--- config.mk ---
export PLATFORM = sky130hd
export DESIGN_NAME = rp_top
export DESIGN_NICKNAME = d
export VERILOG_FILES = /design/src/logic/rp_pkg.sv /design/src/logic/rp_top.sv /design/src/logic/dac_formatter.sv /design/src/logic/adc_frontend.sv /design/src/logic/signal_regs.sv /design/src/logic/housekeeping.sv /design/src/logic/bus_decoder.sv
export SDC_FILE = /design/constraint.sdc
export NUM_CORES = 1
export LEC_CHECK = 0
export BUFFER_PORTS_ARGS = -buffer_cell sky130_fd_sc_hd__clkbuf_2
export CORE_MARGIN = 4
export CORE_UTILIZATION = 51
export DETAILED_ROUTE_END_ITERATION = 8
export PLACE_DENSITY = 0.8
export SLEW_MARGIN = 20
export SYNTH_ARGS = -nofsm -noshare
export SYNTH_HDL_FRONTEND = slang
export SYNTH_SLANG_ARGS = --single-unit
export TNS_END_PERCENT = 100
--- constraint.sdc ---
create_clock -name adc_clk -period 2.13 [get_ports adc_clk]
set_input_delay 0.426 -clock adc_clk [delete_from_list [all_inputs] [get_ports adc_clk]]
set_output_delay 0.426 -clock adc_clk [all_outputs]
set_load 0.02 [all_outputs]
--- src/logic/rp_pkg.sv ---
`default_nettype none

package rp_pkg;

  ////////////////////////////////////////////////////////////////////////////
  // System bus geometry
  ////////////////////////////////////////////////////////////////////////////

  localparam int NUM_REGIONS = 8;   // Address space split
  localparam int REGION_LSB  = 20;  // Lowest region select bit
  localparam int REGION_MSB  = 22;  // Highest region select bit

  typedef logic [31:0]              bus_addr_t;
  typedef logic [31:0]              bus_data_t;
  typedef logic [2:0]               region_t;
  typedef logic [NUM_REGIONS-1:0]   region_onehot_t;
  typedef logic [REGION_LSB-1:0]    reg_ofs_t;   // Offset inside one region

  ////////////////////////////////////////////////////////////////////////////
  // Converter and board widths
  ////////////////////////////////////////////////////////////////////////////

  typedef logic        [15:0] adc_raw_t;   // Bits 1:0 reserved
  typedef logic signed [13:0] sample_t;    // Two's complement sample
  typedef logic        [13:0] dac_code_t;  // Negative slope offset code
  typedef logic signed [15:0] chan_t;      // Channel value, signed
  typedef logic        [7:0]  exp_t;       // Expansion lane group
  typedef logic        [7:0]  led_t;

  // Code of a zero channel value, also the DAC register reset state
  localparam dac_code_t DAC_ZERO_CODE = 14'h1FFF;

  // Region 0 map
  localparam bus_data_t HK_ID       = 32'h5250_0001;
  localparam reg_ofs_t  HK_ID_OFS   = 20'h00;
  localparam reg_ofs_t  HK_LOOP_OFS = 20'h04;  // Bit 0 only
  localparam reg_ofs_t  HK_PDIR_OFS = 20'h10;
  localparam reg_ofs_t  HK_NDIR_OFS = 20'h14;
  localparam reg_ofs_t  HK_POUT_OFS = 20'h18;
  localparam reg_ofs_t  HK_NOUT_OFS = 20'h1C;
  localparam reg_ofs_t  HK_PIN_OFS  = 20'h20;
  localparam reg_ofs_t  HK_NIN_OFS  = 20'h24;
  localparam reg_ofs_t  HK_LED_OFS  = 20'h30;

  // Region 1 map
  localparam reg_ofs_t  SR_DAC_A_OFS = 20'h00;
  localparam reg_ofs_t  SR_DAC_B_OFS = 20'h04;
  localparam reg_ofs_t  SR_ADC_A_OFS = 20'h10;
  localparam reg_ofs_t  SR_ADC_B_OFS = 20'h14;

endpackage

`default_nettype wire
--- src/logic/rp_top.sv ---
`default_nettype none

module rp_top import rp_pkg::*; (
  input  wire logic      adc_clk,
  input  wire logic      arst_n_i,

  // System bus
  input  wire bus_addr_t sys_addr_i,
  input  wire bus_data_t sys_wdata_i,
  input  wire logic      sys_wen_i,
  input  wire logic      sys_ren_i,
  output bus_data_t      sys_rdata_o,
  output logic           sys_err_o,
  output logic           sys_ack_o,

  // Converters
  input  wire adc_raw_t  adc_dat_a_i,
  input  wire adc_raw_t  adc_dat_b_i,
  output dac_code_t      dac_dat_a_o,
  output dac_code_t      dac_dat_b_o,

  // Board IO
  output led_t           led_o,
  input  wire exp_t      exp_p_dat_i,
  input  wire exp_t      exp_n_dat_i,
  output exp_t           exp_p_dat_o,
  output exp_t           exp_p_dir_o,
  output exp_t           exp_n_dat_o,
  output exp_t           exp_n_dir_o
);

  ////////////////////////////////////////////////////////////////////////////
  // Internal wires
  ////////////////////////////////////////////////////////////////////////////

  logic      hk_wen, hk_ren;      // Region 0 strobes
  logic      sr_wen, sr_ren;      // Region 1 strobes
  bus_data_t hk_rdata, sr_rdata;
  logic      hk_err, sr_err;
  logic      hk_ack, sr_ack;
  logic      digital_loop;
  chan_t     chan_a, chan_b;      // DAC channel values
  sample_t   sample_a, sample_b;  // Converted ADC data

  // Address split and answer mux
  bus_decoder i_bus_decoder (
    .adc_clk     (adc_clk),
    .arst_n_i    (arst_n_i),
    .sys_addr_i  (sys_addr_i),
    .sys_wen_i   (sys_wen_i),
    .sys_ren_i   (sys_ren_i),
    .hk_rdata_i  (hk_rdata),
    .hk_err_i    (hk_err),
    .hk_ack_i    (hk_ack),
    .sr_rdata_i  (sr_rdata),
    .sr_err_i    (sr_err),
    .sr_ack_i    (sr_ack),
    .hk_wen_o    (hk_wen),
    .hk_ren_o    (hk_ren),
    .sr_wen_o    (sr_wen),
    .sr_ren_o    (sr_ren),
    .sys_rdata_o (sys_rdata_o),
    .sys_err_o   (sys_err_o),
    .sys_ack_o   (sys_ack_o)
  );

  // Region 0
  housekeeping i_hk (
    .adc_clk        (adc_clk),
    .arst_n_i       (arst_n_i),
    .addr_i         (sys_addr_i),
    .wdata_i        (sys_wdata_i),
    .wen_i          (hk_wen),
    .ren_i          (hk_ren),
    .exp_p_dat_i    (exp_p_dat_i),
    .exp_n_dat_i    (exp_n_dat_i),
    .rdata_o        (hk_rdata),
    .err_o          (hk_err),
    .ack_o          (hk_ack),
    .led_o          (led_o),
    .digital_loop_o (digital_loop),
    .exp_p_dat_o    (exp_p_dat_o),
    .exp_p_dir_o    (exp_p_dir_o),
    .exp_n_dat_o    (exp_n_dat_o),
    .exp_n_dir_o    (exp_n_dir_o)
  );

  // Region 1
  signal_regs i_sr (
    .adc_clk    (adc_clk),
    .arst_n_i   (arst_n_i),
    .addr_i     (sys_addr_i),
    .wdata_i    (sys_wdata_i),
    .wen_i      (sr_wen),
    .ren_i      (sr_ren),
    .sample_a_i (sample_a),
    .sample_b_i (sample_b),
    .rdata_o    (sr_rdata),
    .err_o      (sr_err),
    .ack_o      (sr_ack),
    .chan_a_o   (chan_a),
    .chan_b_o   (chan_b)
  );

  adc_frontend i_adc (
    .adc_clk        (adc_clk),
    .arst_n_i       (arst_n_i),
    .adc_dat_a_i    (adc_dat_a_i),
    .adc_dat_b_i    (adc_dat_b_i),
    .digital_loop_i (digital_loop),
    .chan_a_i       (chan_a),
    .chan_b_i       (chan_b),
    .sample_a_o     (sample_a),
    .sample_b_o     (sample_b)
  );

  dac_formatter i_dac (
    .adc_clk     (adc_clk),
    .arst_n_i    (arst_n_i),
    .chan_a_i    (chan_a),
    .chan_b_i    (chan_b),
    .dac_dat_a_o (dac_dat_a_o),
    .dac_dat_b_o (dac_dat_b_o)
  );

endmodule

`default_nettype wire

--- src/logic/dac_formatter.sv ---
`default_nettype none

module dac_formatter import rp_pkg::*; (
  input  wire logic  adc_clk,
  input  wire logic  arst_n_i,
  input  wire chan_t chan_a_i,
  input  wire chan_t chan_b_i,
  output dac_code_t  dac_dat_a_o,
  output dac_code_t  dac_dat_b_o
);

  ////////////////////////////////////////////////////////////////////////////
  // Output registers
  ////////////////////////////////////////////////////////////////////////////

  // Sign kept, magnitude bits inverted for the negative slope
  // A zero channel maps to mid-scale 1FFF
  always_ff @(posedge adc_clk or negedge arst_n_i)
  begin
    if (!arst_n_i)
    begin
      dac_dat_a_o <= DAC_ZERO_CODE;  // Mid-scale, not zero
      dac_dat_b_o <= DAC_ZERO_CODE;
    end
    else
    begin
      dac_dat_a_o <= {chan_a_i[15], ~chan_a_i[14:2]};  // Drop 2 LSBs
      dac_dat_b_o <= {chan_b_i[15], ~chan_b_i[14:2]};
    end
  end

endmodule

`default_nettype wire

--- src/logic/adc_frontend.sv ---
`default_nettype none

module adc_frontend import rp_pkg::*; (
  input  wire logic     adc_clk,
  input  wire logic     arst_n_i,
  input  wire adc_raw_t adc_dat_a_i,
  input  wire adc_raw_t adc_dat_b_i,
  input  wire logic     digital_loop_i,
  input  wire chan_t    chan_a_i,
  input  wire chan_t    chan_b_i,
  output sample_t       sample_a_o,
  output sample_t       sample_b_o
);

  logic [13:0] raw_a_q;  // Input register, bits 15:2
  logic [13:0] raw_b_q;
  sample_t     conv_a, conv_b;

  // Capture at the pins, reserved low bits dropped
  always_ff @(posedge adc_clk or negedge arst_n_i)
  begin
    if (!arst_n_i)
    begin
      raw_a_q <= '0;
      raw_b_q <= '0;
    end
    else
    begin
      raw_a_q <= adc_dat_a_i[15:2];
      raw_b_q <= adc_dat_b_i[15:2];
    end
  end

  // Negative slope offset binary to two's complement
  assign conv_a = {raw_a_q[13], ~raw_a_q[12:0]};
  assign conv_b = {raw_b_q[13], ~raw_b_q[12:0]};

  // Loopback feeds the DAC values straight back
  assign sample_a_o = digital_loop_i ? chan_a_i[15:2] : conv_a;
  assign sample_b_o = digital_loop_i ? chan_b_i[15:2] : conv_b;

endmodule

`default_nettype wire

--- src/logic/signal_regs.sv ---
`default_nettype none

module signal_regs import rp_pkg::*; (
  input  wire logic      adc_clk,
  input  wire logic      arst_n_i,
  input  wire bus_addr_t addr_i,
  input  wire bus_data_t wdata_i,
  input  wire logic      wen_i,
  input  wire logic      ren_i,
  input  wire sample_t   sample_a_i,
  input  wire sample_t   sample_b_i,
  output bus_data_t      rdata_o,
  output logic           err_o,
  output logic           ack_o,
  output chan_t          chan_a_o,
  output chan_t          chan_b_o
);

  reg_ofs_t  ofs;
  bus_data_t rd_val;
  logic      rd_ok;
  logic      wr_ok;
  chan_t     chan_a_q, chan_b_q;

  assign ofs = addr_i[REGION_LSB-1:0];

  // Read mux, everything sign-extended to the bus word
  always_comb
  begin
    rd_val = '0;
    rd_ok  = 1'b1;
    wr_ok  = 1'b1;
    case (ofs)
      SR_DAC_A_OFS: rd_val = {{16{chan_a_q[15]}}, chan_a_q};
      SR_DAC_B_OFS: rd_val = {{16{chan_b_q[15]}}, chan_b_q};
      SR_ADC_A_OFS:
      begin
        rd_val = {{18{sample_a_i[13]}}, sample_a_i};
        wr_ok  = 1'b0;  // Samples are read-only
      end
      SR_ADC_B_OFS:
      begin
        rd_val = {{18{sample_b_i[13]}}, sample_b_i};
        wr_ok  = 1'b0;
      end
      default:
      begin
        rd_ok = 1'b0;
        wr_ok = 1'b0;
      end
    endcase
  end

  ////////////////////////////////////////////////////////////////////////////
  // Channel registers, low half of the write word
  ////////////////////////////////////////////////////////////////////////////

  always_ff @(posedge adc_clk or negedge arst_n_i)
  begin
    if (!arst_n_i)
    begin
      chan_a_q <= '0;
      chan_b_q <= '0;
    end
    else if (wen_i)
    begin
      if (ofs == SR_DAC_A_OFS)
        chan_a_q <= wdata_i[15:0];
      if (ofs == SR_DAC_B_OFS)
        chan_b_q <= wdata_i[15:0];
    end
  end

  always_ff @(posedge adc_clk or negedge arst_n_i)
  begin
    if (!arst_n_i)
    begin
      ack_o   <= 1'b0;
      err_o   <= 1'b0;
      rdata_o <= '0;
    end
    else
    begin
      ack_o   <= wen_i | ren_i;                        // One cycle latency
      err_o   <= (wen_i & ~wr_ok) | (ren_i & ~rd_ok);
      rdata_o <= ren_i ? rd_val : '0;
    end
  end

  assign chan_a_o = chan_a_q;
  assign chan_b_o = chan_b_q;

endmodule

`default_nettype wire

--- src/logic/housekeeping.sv ---
`default_nettype none

module housekeeping import rp_pkg::*; (
  input  wire logic      adc_clk,
  input  wire logic      arst_n_i,
  input  wire bus_addr_t addr_i,
  input  wire bus_data_t wdata_i,
  input  wire logic      wen_i,
  input  wire logic      ren_i,
  input  wire exp_t      exp_p_dat_i,
  input  wire exp_t      exp_n_dat_i,
  output bus_data_t      rdata_o,
  output logic           err_o,
  output logic           ack_o,
  output led_t           led_o,
  output logic           digital_loop_o,
  output exp_t           exp_p_dat_o,
  output exp_t           exp_p_dir_o,
  output exp_t           exp_n_dat_o,
  output exp_t           exp_n_dir_o
);

  reg_ofs_t  ofs;
  bus_data_t rd_val;   // Read mux result
  logic      rd_ok;    // Offset readable
  logic      wr_ok;    // Offset writable

  logic      loop_q;
  exp_t      pdir_q, ndir_q;  // 1 = lane drives
  exp_t      pout_q, nout_q;
  led_t      led_q;

  assign ofs = addr_i[REGION_LSB-1:0];

  //////////////////////////////////////////////////////////////////////////
  // Register map decode
  //////////////////////////////////////////////////////////////////////////

  always_comb
  begin
    rd_val = '0;
    rd_ok  = 1'b1;
    wr_ok  = 1'b1;
    case (ofs)
      HK_ID_OFS:
      begin
        rd_val = HK_ID;
        wr_ok  = 1'b0;  // Constant
      end
      HK_LOOP_OFS: rd_val = bus_data_t'(loop_q);
      HK_PDIR_OFS: rd_val = bus_data_t'(pdir_q);
      HK_NDIR_OFS: rd_val = bus_data_t'(ndir_q);
      HK_POUT_OFS: rd_val = bus_data_t'(pout_q);
      HK_NOUT_OFS: rd_val = bus_data_t'(nout_q);
      HK_PIN_OFS:
      begin
        rd_val = bus_data_t'(exp_p_dat_i);  // Live pins
        wr_ok  = 1'b0;
      end
      HK_NIN_OFS:
      begin
        rd_val = bus_data_t'(exp_n_dat_i);
        wr_ok  = 1'b0;
      end
      HK_LED_OFS:  rd_val = bus_data_t'(led_q);
      default:
      begin
        rd_ok = 1'b0;  // Hole in the map
        wr_ok = 1'b0;
      end
    endcase
  end

  // Writable registers, all lanes inputs after reset
  always_ff @(posedge adc_clk or negedge arst_n_i)
  begin
    if (!arst_n_i)
    begin
      loop_q <= 1'b0;
      pdir_q <= '0;
      ndir_q <= '0;
      pout_q <= '0;
      nout_q <= '0;
      led_q  <= '0;
    end
    else if (wen_i)
    begin
      case (ofs)
        HK_LOOP_OFS: loop_q <= wdata_i[0];
        HK_PDIR_OFS: pdir_q <= wdata_i[7:0];
        HK_NDIR_OFS: ndir_q <= wdata_i[7:0];
        HK_POUT_OFS: pout_q <= wdata_i[7:0];
        HK_NOUT_OFS: nout_q <= wdata_i[7:0];
        HK_LED_OFS:  led_q  <= wdata_i[7:0];
        default: ;  // Read-only or unmapped
      endcase
    end
  end

  // Bus answer, one cycle after the strobe
  always_ff @(posedge adc_clk or negedge arst_n_i)
  begin
    if (!arst_n_i)
    begin
      ack_o   <= 1'b0;
      err_o   <= 1'b0;
      rdata_o <= '0;
    end
    else
    begin
      ack_o   <= wen_i | ren_i;
      err_o   <= (wen_i & ~wr_ok) | (ren_i & ~rd_ok);
      rdata_o <= ren_i ? rd_val : '0;  // Zero on writes
    end
  end

  assign digital_loop_o = loop_q;
  assign led_o          = led_q;
  assign exp_p_dir_o    = pdir_q;
  assign exp_n_dir_o    = ndir_q;
  assign exp_p_dat_o    = pout_q;
  assign exp_n_dat_o    = nout_q;

endmodule

`default_nettype wire

--- src/logic/bus_decoder.sv ---
`default_nettype none

module bus_decoder import rp_pkg::*; (
  input  wire logic      adc_clk,
  input  wire logic      arst_n_i,
  input  wire bus_addr_t sys_addr_i,
  input  wire logic      sys_wen_i,
  input  wire logic      sys_ren_i,
  input  wire bus_data_t hk_rdata_i,
  input  wire logic      hk_err_i,
  input  wire logic      hk_ack_i,
  input  wire bus_data_t sr_rdata_i,
  input  wire logic      sr_err_i,
  input  wire logic      sr_ack_i,
  output logic           hk_wen_o,
  output logic           hk_ren_o,
  output logic           sr_wen_o,
  output logic           sr_ren_o,
  output bus_data_t      sys_rdata_o,
  output logic           sys_err_o,
  output logic           sys_ack_o
);

  region_t        region;    // Region of current address
  region_onehot_t sel;       // One-hot chip select
  region_t        region_q;  // Region of last strobe
  logic           hk_resp;   // Region 0 answering now
  logic           sr_resp;   // Region 1 answering now
  logic           unused_sel;

  assign region     = sys_addr_i[REGION_MSB:REGION_LSB];
  assign sel        = region_onehot_t'(1) << region;
  assign unused_sel = |sel[NUM_REGIONS-1:2];  // Regions 2..7

  // Strobe fan-out to the live slaves
  assign hk_wen_o = sel[0] & sys_wen_i;
  assign hk_ren_o = sel[0] & sys_ren_i;
  assign sr_wen_o = sel[1] & sys_wen_i;
  assign sr_ren_o = sel[1] & sys_ren_i;

  // Answer comes a cycle late, so remember who was asked
  always_ff @(posedge adc_clk or negedge arst_n_i)
  begin
    if (!arst_n_i)
      region_q <= '0;
    else if (sys_wen_i || sys_ren_i)
      region_q <= region;
  end

  assign hk_resp = (region_q == 3'd0) && hk_ack_i;
  assign sr_resp = (region_q == 3'd1) && sr_ack_i;

  assign sys_ack_o   = hk_resp | sr_resp | unused_sel;  // Unused slaves always ready
  assign sys_err_o   = (hk_resp & hk_err_i) | (sr_resp & sr_err_i);
  assign sys_rdata_o = hk_resp ? hk_rdata_i :
                       sr_resp ? sr_rdata_i : '0;  // Unused read as zero

endmodule

`default_nettype wire

==> summary.txt <==
Status
  – Status: complete, but fails checks
  – Violated checks: negative setup slack

Timing
  – RSZ-0062 raised after global routing: true
  – Final Cycle Share: 101%
  – Min setup slack post-route: -0.0115 ns
  – # setup viols final: 3
  – Endpoints failing hold: 0
  – Setup TNS: -0.0271 ns
  – Worst slew margin: 70.5%
  – Clk_skew: 0.00848 ns
  – Worst-margin pin slew: 0.439 ns
  – Fin. max-slew vios: 0
  – Max Fclk: 0.467 GHz
  – Tmin final: 2.14 ns
  – Hold WS: 0.0990 ns

Pwr
  – Total Power: 6.71 mW
  – Pwr dens: 716 nW/um^2
  – Leak: 4.52 nW
  – Worst vdd ir: 0.566 mV

Synthesis
  – Post-synth EDFFs: 0
  – Synth Net Count: 661
  – Netlist cell types: 46
  – Mapped Cells: 545
  – Avg Inst Size Synth: 12.8 um^2
  – Main synth FF type: dfrtp_1
  – Ys async rst share: 100%
  – FF+latch count, synth: 161
  – Post-Syn Area: 6990 um^2
  – Syn. warnings: 0
  – Register area share after synthesis: 58.1%

Setup path
  – Worst r2r src: i_hk.digital_loop_o
  – Buf/Inv on CP: 2
  – Critical path type: register to output pin
  – Req. time, crit path: 1.70 ns
  – Crit path max-delay cell type: dfrtp_2
  – Reg-to-reg slack, setup: 0.58 ns
  – CP startpoint kind: register
  – Setup crit end kind: output pin
  – FF-to-FF End: i_sr.rdata_o[1]
  – CP max FO: 5
  – Cell Chain, Critical Path: nor4b_4 -> buf_4 -> a22o_1 -> buf_6
  – Worst Reg-to-Reg Cells: 5
  – Critical path's top delay family: flip-flops
  – WP data arrival: 1.72 ns
  – Crit path largest cell delay: 0.44 ns

Global route
  – GR peak layer: met2
  – Grt met3 use: 5.84%
  – Met2 usage: 43.7%
  – GRT Util Overall: 26.7%
  – M1 GR Usage: 35.0%
  – Initial antenna violation count: 0
  – Grt total ovfl: 0
  – First-pass GRT wire length: 32700 um
  – Largest net degree at the start of global routing: 53
  – Vias in the first global route: 5924

Detailed routing
  – Wire per inst: 21.4 um
  – Final WL: 20600 um
  – ANT nets after route: 0
  – DRC Markers: 0
  – Vias post-DR: 5675
  – Initial DRC Count: 471
  – Vias per cell: 5.89
  – Pre-antenna DRT Iters: 7

Clock tree
  – Clk slew on worst S/H paths: 0.06 ns
  – Max Root-Sink Buffers: 2
  – Clk_lat worst skew: 0.43 ns
  – CTS tree: built
  – Number of H-tree levels: 4
  – Num CTS Buffers: 17
  – Clock sink total: 161
  – Root Buffer: clkbuf_16

Worst hold path
  – Hold path depth: 1
  – Hold Path End: i_adc.raw_b_q[9]
  – HP Start: adc_dat_b_i[11]
  – Min-delay worst type: primary input to register

Finish
  – Area of the multi-input gates: 2700 um^2
  – Antenna diode count: 0
  – Total Nets Final: 891
  – Most frequent cells in the layout: clkbuf_2 (163), dfrtp_1 (133), buf_4 (65), mux2_2 (64), nand3_1 (30)
  – # fillers: 949
  – Most common cell after layout, fill and taps aside: clkbuf_2
  – Layout area overhead: 33.9%
  – Fin area: 9360 um^2
  – Layout cells sized above 1: 51.6%
  – Register area: 4060 um^2

Floorplanning
  – Die ar.: 15600 um^2
  – Die Ht: 125 um
  – IO Count: 218
  – Starting Density: 52.4%
  – Die W: 125 um
  – Site Rows: 42
  – Core Area: 13300 um^2

Flow run
  – Maxcap violations: 0

Placed design
  – Placer Congestion: 0.924
  – Instance area at placement: 8570 um^2
  – PortBufs: 188
  – Final HPWL DP: 14900 um
-- metal layers --
metal	vias to the layer above	part of all wire, %
li1	2459	-
met1	2858	40
met2	307	50
met3	51	7.3
met4	0	2.9
met5	-	0
-- where the power goes --
group | total, mW | internal, mW | leakage [nW] | switching, mW
logic | 0.378 | 0.151 | 2.13 | 0.227
registers | 3.11 | 3.10 | 2.08 | 0.0174
clock network | 3.22 | 2.01 | 0.303 | 1.20
-- synth_stat cells (4+ instances only) --
library cell | instances | area share (%)
a21oi_1 | 12 | 0.86
a22o_1 | 9 | 1.1
a22oi_1 | 7 | 0.75
a31oi_1 | 9 | 0.81
a32o_1 | 10 | 1.4
a32oi_1 | 13 | 1.6
a41oi_1 | 4 | 0.50
and2_1 | 10 | 0.89
buf_1 | 5 | 0.27
buf_4 | 15 | 1.6
clkbuf_1 | 24 | 1.3
dfrtp_1 | 135 | 48
dfstp_2 | 26 | 9.8
inv_1 | 27 | 1.4
mux2_1 | 20 | 3.2
mux2_2 | 64 | 10
mux2i_1 | 11 | 1.6
mux4_2 | 7 | 2.3
nand2_1 | 21 | 1.1
nand2b_1 | 6 | 0.54
nand3_1 | 30 | 2.1
nand3b_1 | 4 | 0.43
nor2_1 | 7 | 0.38
nor2b_1 | 5 | 0.45
nor3_1 | 6 | 0.43
nor4_1 | 11 | 0.98
o21ai_0 | 10 | 0.72
or4_1 | 6 | 0.64
-- cell families (layout without fill, tap and decap cells) --
group / Yosys count / count (layout) / share of synthesized area [%]
compound gates: 81 / 81 / 8.63
simple gates: 127 / 127 / 11.1
flops: 161 / 161 / 58.1
mux: 102 / 102 / 17.4
buf+inv: 74 / 317 / 4.83
-- sequential cells by signal (all words and copies together) (netlist names) --
signal	flops
i_hk.exp_n_dat_o	8
i_hk.rdata_o	9
i_hk.led_o	8
i_adc.raw_a_q	14
i_dac.dac_dat_a_o	14
i_hk.digital_loop_o	1
i_hk.exp_p_dir_o	8
i_hk.err_o	1
i_hk.ack_o	1
i_hk.exp_p_dat_o	8
i_hk.exp_n_dir_o	8
i_sr.err_o	1
i_sr.rdata_o	16
i_sr.chan_b_o	16
i_bus_decoder.region_q	3
i_sr.chan_a_o	16
i_sr.ack_o	1
i_adc.raw_b_q	14
i_dac.dac_dat_b_o	14
-- what timing repair did --
action | 4_1_cts | 5_1_grt
pin swaps | 3 | 10
buffers inserted | 1 | 2
hold buffers | 1 | 0
endpoints found under the hold margin | 27 | 0
setup endpoints to repair | 13 | 22
gates resized for setup | 15 | 42
-- worst max-delay path by stage --
| stage | to | start | cells past startpoint |
|---|---|---|---|
| 2_1_floorplan | i_sr.chan_a_o[10] | sys_addr_i[7] | 6 |
| 3_3_place_gp | i_sr.rdata_o[5] | sys_addr_i[7] | 7 |
| 3_5_place_dp | i_sr.chan_b_o[12] | sys_addr_i[7] | 7 |
| 4_1_cts | sys_ack_o | i_bus_decoder.region_q[0] | 5 |
| 5_1_grt | sys_rdata_o[0] | i_bus_decoder.region_q[2] | 4 |
| 6_report | sys_rdata_o[0] | i_bus_decoder.region_q[2] | 4 |
-- worst reg2reg max path: cells and delay by family (launching register included) --
family | cells | cell delay (ns)
AOI/OAI and AO/OA | 3 | 0.56
DFF | 1 | 0.44
and+or+nand+nor | 1 | 0.22
buffers and inverters | 1 | 0.17
-- per-stage QoR --
stage                     utilization [%]  instances  worst slack [ns]
after floorplan                         -        545            -0.277
after detailed placement             64.2        928            -0.296
final                                70.1        964           -0.0115
after global placement               64.2        928            -0.224
after CTS                            69.5        962           -0.0529
after global routing                 70.1        964           -0.0721
-- layout make-up --
class	count	area share, %
clock buffer	21	4.92
clock inverter	11	1.71
inverter	27	1.08
multi-input combinational	310	28.9
sequential	161	43.4
tap	176	2.35
timing repair buffer	258	17.7
No activity file was read; power rests on OpenSTA's default activity.
